### src/rtl/lsuConsts.svh
/*
  load/store datapath constants
  data width, memory depth and the APB byte address width derived from them
*/

`ifndef LSU_CONSTS_SVH
`define LSU_CONSTS_SVH

////////////////////////////////////////////////////////////////////////////
// datapath width
////////////////////////////////////////////////////////////////////////////

// only the 64-bit build is exercised
`define XLEN 64

////////////////////////////////////////////////////////////////////////////
// memory geometry
////////////////////////////////////////////////////////////////////////////

// number of XLEN words held by the slave
`define MEM_WORDS 256
// word index width, log2 of MEM_WORDS
`define MEM_IDX_W 8
// byte address, word index plus 3 offset bits
`define ADR_W (`MEM_IDX_W + 3)

`endif
### src/rtl/lsuPkg.sv
/*
  load/store datapath types
  data word, byte lanes, addresses and the funct3 size codes
*/

`include "lsuConsts.svh"

package lsuPkg;

  ////////////////////////////////////////////////////////////////////////////
  // plain vectors
  ////////////////////////////////////////////////////////////////////////////

  // one full data word
  typedef logic [`XLEN-1:0] xlenT;

  // one enable bit per byte lane
  typedef logic [`XLEN/8-1:0] byteMaskT;

  // byte position inside a word
  typedef logic [2:0] byteOffT;

  // APB byte address
  typedef logic [`ADR_W-1:0] adrT;

  ////////////////////////////////////////////////////////////////////////////
  // access size codes
  ////////////////////////////////////////////////////////////////////////////

  // funct3 as encoded by RISC-V loads and stores
  // stores share the signed codes, 3'b111 has no meaning
  typedef enum logic [2:0] {
    F3_B  = 3'b000,
    F3_H  = 3'b001,
    F3_W  = 3'b010,
    F3_D  = 3'b011,
    F3_BU = 3'b100,
    F3_HU = 3'b101,
    F3_WU = 3'b110
  } funct3T;

endpackage

### src/rtl/subwordWrite.sv
/*
  store path
  replicates store data over all lanes and builds the byte write mask
*/

`timescale 1ns/1ps

`include "lsuConsts.svh"

module subwordWrite (
  input  lsuPkg::byteOffT  adrLow,
  input  lsuPkg::funct3T   funct3,
  input  lsuPkg::xlenT     storeData,
  output lsuPkg::xlenT     writeData,
  output lsuPkg::byteMaskT byteMask
);
  import lsuPkg::*;

  // mask for the access size before it is moved to its offset
  byteMaskT sizeMask;

  ////////////////////////////////////////////////////////////////////////////
  // data replication
  ////////////////////////////////////////////////////////////////////////////

  // copy the low part of the store data into every lane of its size
  // so whichever aligned lane is enabled sees the right bytes
  always_comb begin
    case (funct3[1:0])
      // sb
      2'b00: writeData = {(`XLEN/8){storeData[7:0]}};
      // sh
      2'b01: writeData = {(`XLEN/16){storeData[15:0]}};
      // sw
      2'b10: writeData = {(`XLEN/32){storeData[31:0]}};
      // sd
      default: writeData = storeData;
    endcase
  end

  ////////////////////////////////////////////////////////////////////////////
  // byte mask
  ////////////////////////////////////////////////////////////////////////////

  // one bit per byte of the access size
  always_comb begin
    case (funct3[1:0])
      2'b00: sizeMask = byteMaskT'(8'h01);
      2'b01: sizeMask = byteMaskT'(8'h03);
      2'b10: sizeMask = byteMaskT'(8'h0F);
      default: sizeMask = '1;
    endcase
  end

  // slide the size mask up to the addressed byte
  // misaligned offsets spill off the top, the slave blocks those writes anyway
  assign byteMask = sizeMask << adrLow;

endmodule

### config.mk
export PLATFORM = sky130hd
export DESIGN_NAME = subwordWrite
export DESIGN_NICKNAME = d
export VERILOG_FILES = /design/src/rtl/lsuPkg.sv /design/src/rtl/subwordWrite.sv
export VERILOG_INCLUDE_DIRS = /design/src /design/src/rtl
export SDC_FILE = /design/constraint.sdc
export NUM_CORES = 1
export LEC_CHECK = 0
export BUFFER_PORTS_ARGS = -buffer_cell sky130_fd_sc_hd__buf_4
export CAP_MARGIN = 40
export CORE_MARGIN = 3
export CORE_UTILIZATION = 35
export DETAILED_ROUTE_END_ITERATION = 6
export MAX_ROUTING_LAYER = met4
export PLACE_DENSITY = 0.95
export SYNTH_ARGS = -nofsm -noshare
export SYNTH_HDL_FRONTEND = slang
export SYNTH_SLANG_ARGS = --single-unit
### constraint.sdc
create_clock -name vclk -period 1.2
set_input_delay 0.18 -clock vclk [all_inputs]
set_output_delay 0.18 -clock vclk [all_outputs]
set_load 0.005 [all_outputs]
* After elaboration in Yosys (flattened, before gate mapping)
Cells that the tools add are included.
W data, S select, Z words.
** Storage, ports and cells
- Register bits :: 0
- Bits of input ports :: 70
- Output and inout bits :: 72
** Cells by class
- Eq/ne operators :: 2
- Shifts and indexed selects :: 1
- Multiplexer cells :: 2
- Reductions and logical operators :: 1
** Operators by type and width (number)
- $pmux W64 S3 :: 1
- $pmux W8 S3 :: 1
- $shl A8 B3 Y8 :: 1
- $eq A2 B1 Y1 const B :: 1
- $eq A2 B2 Y1 const B :: 1
- $logic_not A2 Y1 :: 1

* Logic depth before layout (Yosys ltp)
- Depth in word-level cells :: 3
- Mapped depth :: 4

* Least setup slack after synthesis
OpenSTA, ideal clock, no wires.
- Kind :: in2out
- Start point :: input port adrLow[1]
- End point :: output port byteMask[6]
- Arrival time :: 0.874 ns
- Required time :: 1.020 ns
- Path slack :: 0.146 ns
- Stages on the path :: 3
- Buffers on the path :: 1
- Cells stage by stage :: clkbuf_1 a21o_1 a222oi_1
** On the way
- Longest elaborated chain between the ends :: 1
** RTL lines
- from (decl) :: line subwordWrite.sv:11 : input lsuPkg::byteOffT adrLow,
- $shl A8 B3 Y8 :: line subwordWrite.sv:57 : assign byteMask = sizeMask << adrLow;
- to (decl) :: line subwordWrite.sv:15 : output lsuPkg::byteMaskT byteMask
Every way passes these cells.

* Worst setup path after layout
- Start point :: input port funct3[0]
- End point :: output port writeData[46]
** On the way
- Longest elaborated chain between the ends :: 2
** RTL lines
- from (decl) :: line subwordWrite.sv:12 : input lsuPkg::funct3T funct3,
- $eq A2 B2 Y1 (tied with other cells) :: line subwordWrite.sv:29 : case (funct3[1:0])
- $pmux W64 S3 (*) :: line subwordWrite.sv:29
- to (decl) :: line subwordWrite.sv:14 : output lsuPkg::xlenT writeData,
Every way passes the cells marked *; elsewhere a longest branch is shown, timed or not.

==> flow_metrics.env <==
export IMPL_grt_pass1_wl_um=9900
export IMPL_final_antenna_net_count=0
export IMPL_slowest_stage="a211oi_2"
export IMPL_drt_iter0_markers=96
export IMPL_fin_setup_tns_ps=-2490
export IMPL_hp_class="in2out"
export IMPL_vias_per_cell=5.58
export IMPL_dpl_hpwl_um=4400
export IMPL_timing_critical_path_buf_inv=4
export IMPL_endpoint="writeData[46]"
export IMPL_register_area_um2=0
export IMPL_dp_cells=351
export IMPL_critPathTopFamily="buffers and inverters"
export IMPL_p_int_uw=703
export IMPL_worst_pin_slew_ps=302
export IMPL_fin_ws_ps=-139
export IMPL_fin_crit_ps=1340
export IMPL_synth_seq_area_share_pct=0
export IMPL_holdWs_ps=585
export IMPL_worstPathCellList="buf_16, clkinvlp_4, a211oi_2, buf_4, a21oi_1, buf_4"
export IMPL_die_w_um=63.7
export IMPL_instances_no_fill=354
export IMPL_clockPowerShare_pct=0
export IMPL_pre_cts_ws_ps=-226
export IMPL_core_mm2=0.00310
export IMPL_crit_top_cell="buf_4"
export IMPL_grt_usage_pct=30.9
export IMPL_slew_violations=0
export IMPL_p_seq_share_pct=0
export IMPL_place_congestion=0.787
export IMPL_p_leak_uw=0.00137
export IMPL_syn_instance_count=161
export IMPL_area_delta_synth_final_pct=131
export IMPL_grt_pass1_vias=2073
export IMPL_maxSlewHeadroom_pct=79.8
export IMPL_dieHeight_um=63.7
export IMPL_nClkBuffers=0
export IMPL_synthDistinctLibCells=23
export IMPL_powerDensity_mw_per_mm2=441
export IMPL_finalCritPeriodShare_pct=112
export IMPL_slowest_delay_ps=290
export IMPL_cap_violations=0
export IMPL_hold_viol_final=0
export IMPL_cp_depth=6
export IMPL_drc=0
export IMPL_dieArea_mm2=0.00406
export IMPL_nets=382
export IMPL_portBuffers=141
export IMPL_cp_data_required_time_ps=1020
export IMPL_worstSetupStartpoint="funct3[0]"
export IMPL_rsz0062_at_grt="true"
export IMPL_std_cell_rows=20
export IMPL_antenna_cells=0
export IMPL_worst_setup_path_start_kind="primary input"
export IMPL_start_util_pct=37.5
export IMPL_fin_util_pct=86.8
export IMPL_yosys_warnings=0
export IMPL_arrival_ps=1160
export IMPL_p_switching_uw=484
export IMPL_wl_per_cell_um=19.8
export IMPL_critPathMaxFanout=8
export IMPL_syn_nets=231
export IMPL_synth_area_mm2=0.00116
export IMPL_outcome="complete, but fails checks"
export IMPL_setup_violations=36
export IMPL_whs_path_depth=2
export IMPL_dr_pass1_iters=5
export IMPL_grt_overflow_total=0
export IMPL_path_class="in2out"
export IMPL_antenna_found_initial=0
export IMPL_ir_drop_mv=0.266
export IMPL_wirelength_um=7020
export IMPL_drive_gt1_share_pct=74.8
export IMPL_flops_and_latches=0
export IMPL_p_sw_share_pct=40.8
export IMPL_num_vias=1975
export IMPL_violations="setup timing"
export IMPL_ctsHoldBuffers=0
export IMPL_syn_avg_cell_area_um2=7.24
export IMPL_io_pins=142
export IMPL_max_clock_freq_mhz=747
export IMPL_combPwrFrac_pct=100.0
export IMPL_worstSetupEndpointType="primary output"
export IMPL_grt_start_max_net_pins=21
## placed cells by master, fill, tap and decap left out
cell type,count
a221o_1,1
or2_4,1
a222oi_1,1
and2_1,6
nand2_2,1
a21oi_2,14
bufbuf_16,2
nor3_1,2
buf_16,1
mux2_4,8
mux2i_1,24
o2bb2ai_2,1
o21ai_0,2
a211oi_4,1
nor2_2,2
buf_12,3
inv_1,8
nor2_4,1
buf_6,15
clkinvlp_4,1
inv_2,1
and2_4,1
buf_8,1
a21oi_1,22
a21o_1,1
mux2_2,16
buf_4,149
nor2_1,9
nor3_2,3
and2b_1,1
a211oi_2,10
nand2_1,1
## power groups by stage
stage,Sequential (uW),Combinational (uW),Clock (uW)
after floorplan,0,391,0
after global placement,0,946,0
after detailed placement,0,978,0
after CTS,0,1100,0
after global routing,0,1250,0
final,0,1190,0
## worst min-delay path by stage
stage,start,end,slack (ps)
floorplan,storeData[0],writeData[0],440
global placement,storeData[3],writeData[3],570
detailed placement,storeData[4],writeData[4],570
CTS,storeData[4],writeData[4],580
global route,storeData[4],writeData[4],590
finish,storeData[4],writeData[4],580
## synthesized netlist by cell type, drive strengths merged
| cell | instances | share of area (%) |
|---|---|---|
| a21oi | 36 | 15 |
| mux2 | 24 | 23 |
| mux2i | 24 | 21 |
| buf | 21 | 14 |
| nor2 | 12 | 4.3 |
| a211oi | 11 | 7.1 |
| inv | 10 | 3.2 |
| and2 | 7 | 3.8 |
| nor3 | 5 | 2.1 |
| nand2 | 2 | 0.86 |
| o21ai | 2 | 0.86 |
| a21o | 1 | 0.64 |
| a221o | 1 | 0.86 |
| a222oi | 1 | 0.86 |
| and2b | 1 | 0.64 |
| clkbuf | 1 | 0.32 |
| o2bb2ai | 1 | 0.75 |
| or2 | 1 | 0.54 |
## repair_timing
action,4_1_cts,5_1_grt
setup buffers,2,0
endpoints found under the setup margin,55,51
pin swaps,10,10
gates cloned,2,0
resized for setup,40,28
## cells by family after synthesis
group	synth area share [%]
AOI/OAI and AO/OA	26.5
buffers and inverters	17.4
muxes	43.8
and+or+nand+nor	12.2
## layout make-up
class / instances / area [um2]
repair buffers: 171 / 1460
fillers: 171 / 410
well taps: 44 / 55.1
multi-input cells: 129 / 1140
inverters: 10 / 41.3
## metal layers
layer / global-route usage, % / up-vias / wire length (um)
met5: - / - / 0
met4: 13.2 / 0 / 295
met3: 5.88 / 24 / 439
li1: - / 882 / -
met1: 29.1 / 947 / 2410
met2: 60.1 / 122 / 3870
## metrics by stage
stage               area [um2]  power [uW]
floorplan                 1160         391
global placement          2330         946
detailed placement        2330         978
CTS                       2580        1100
global route              2690        1250
finish                    2690        1190
(Power assumes the default switching activity.)
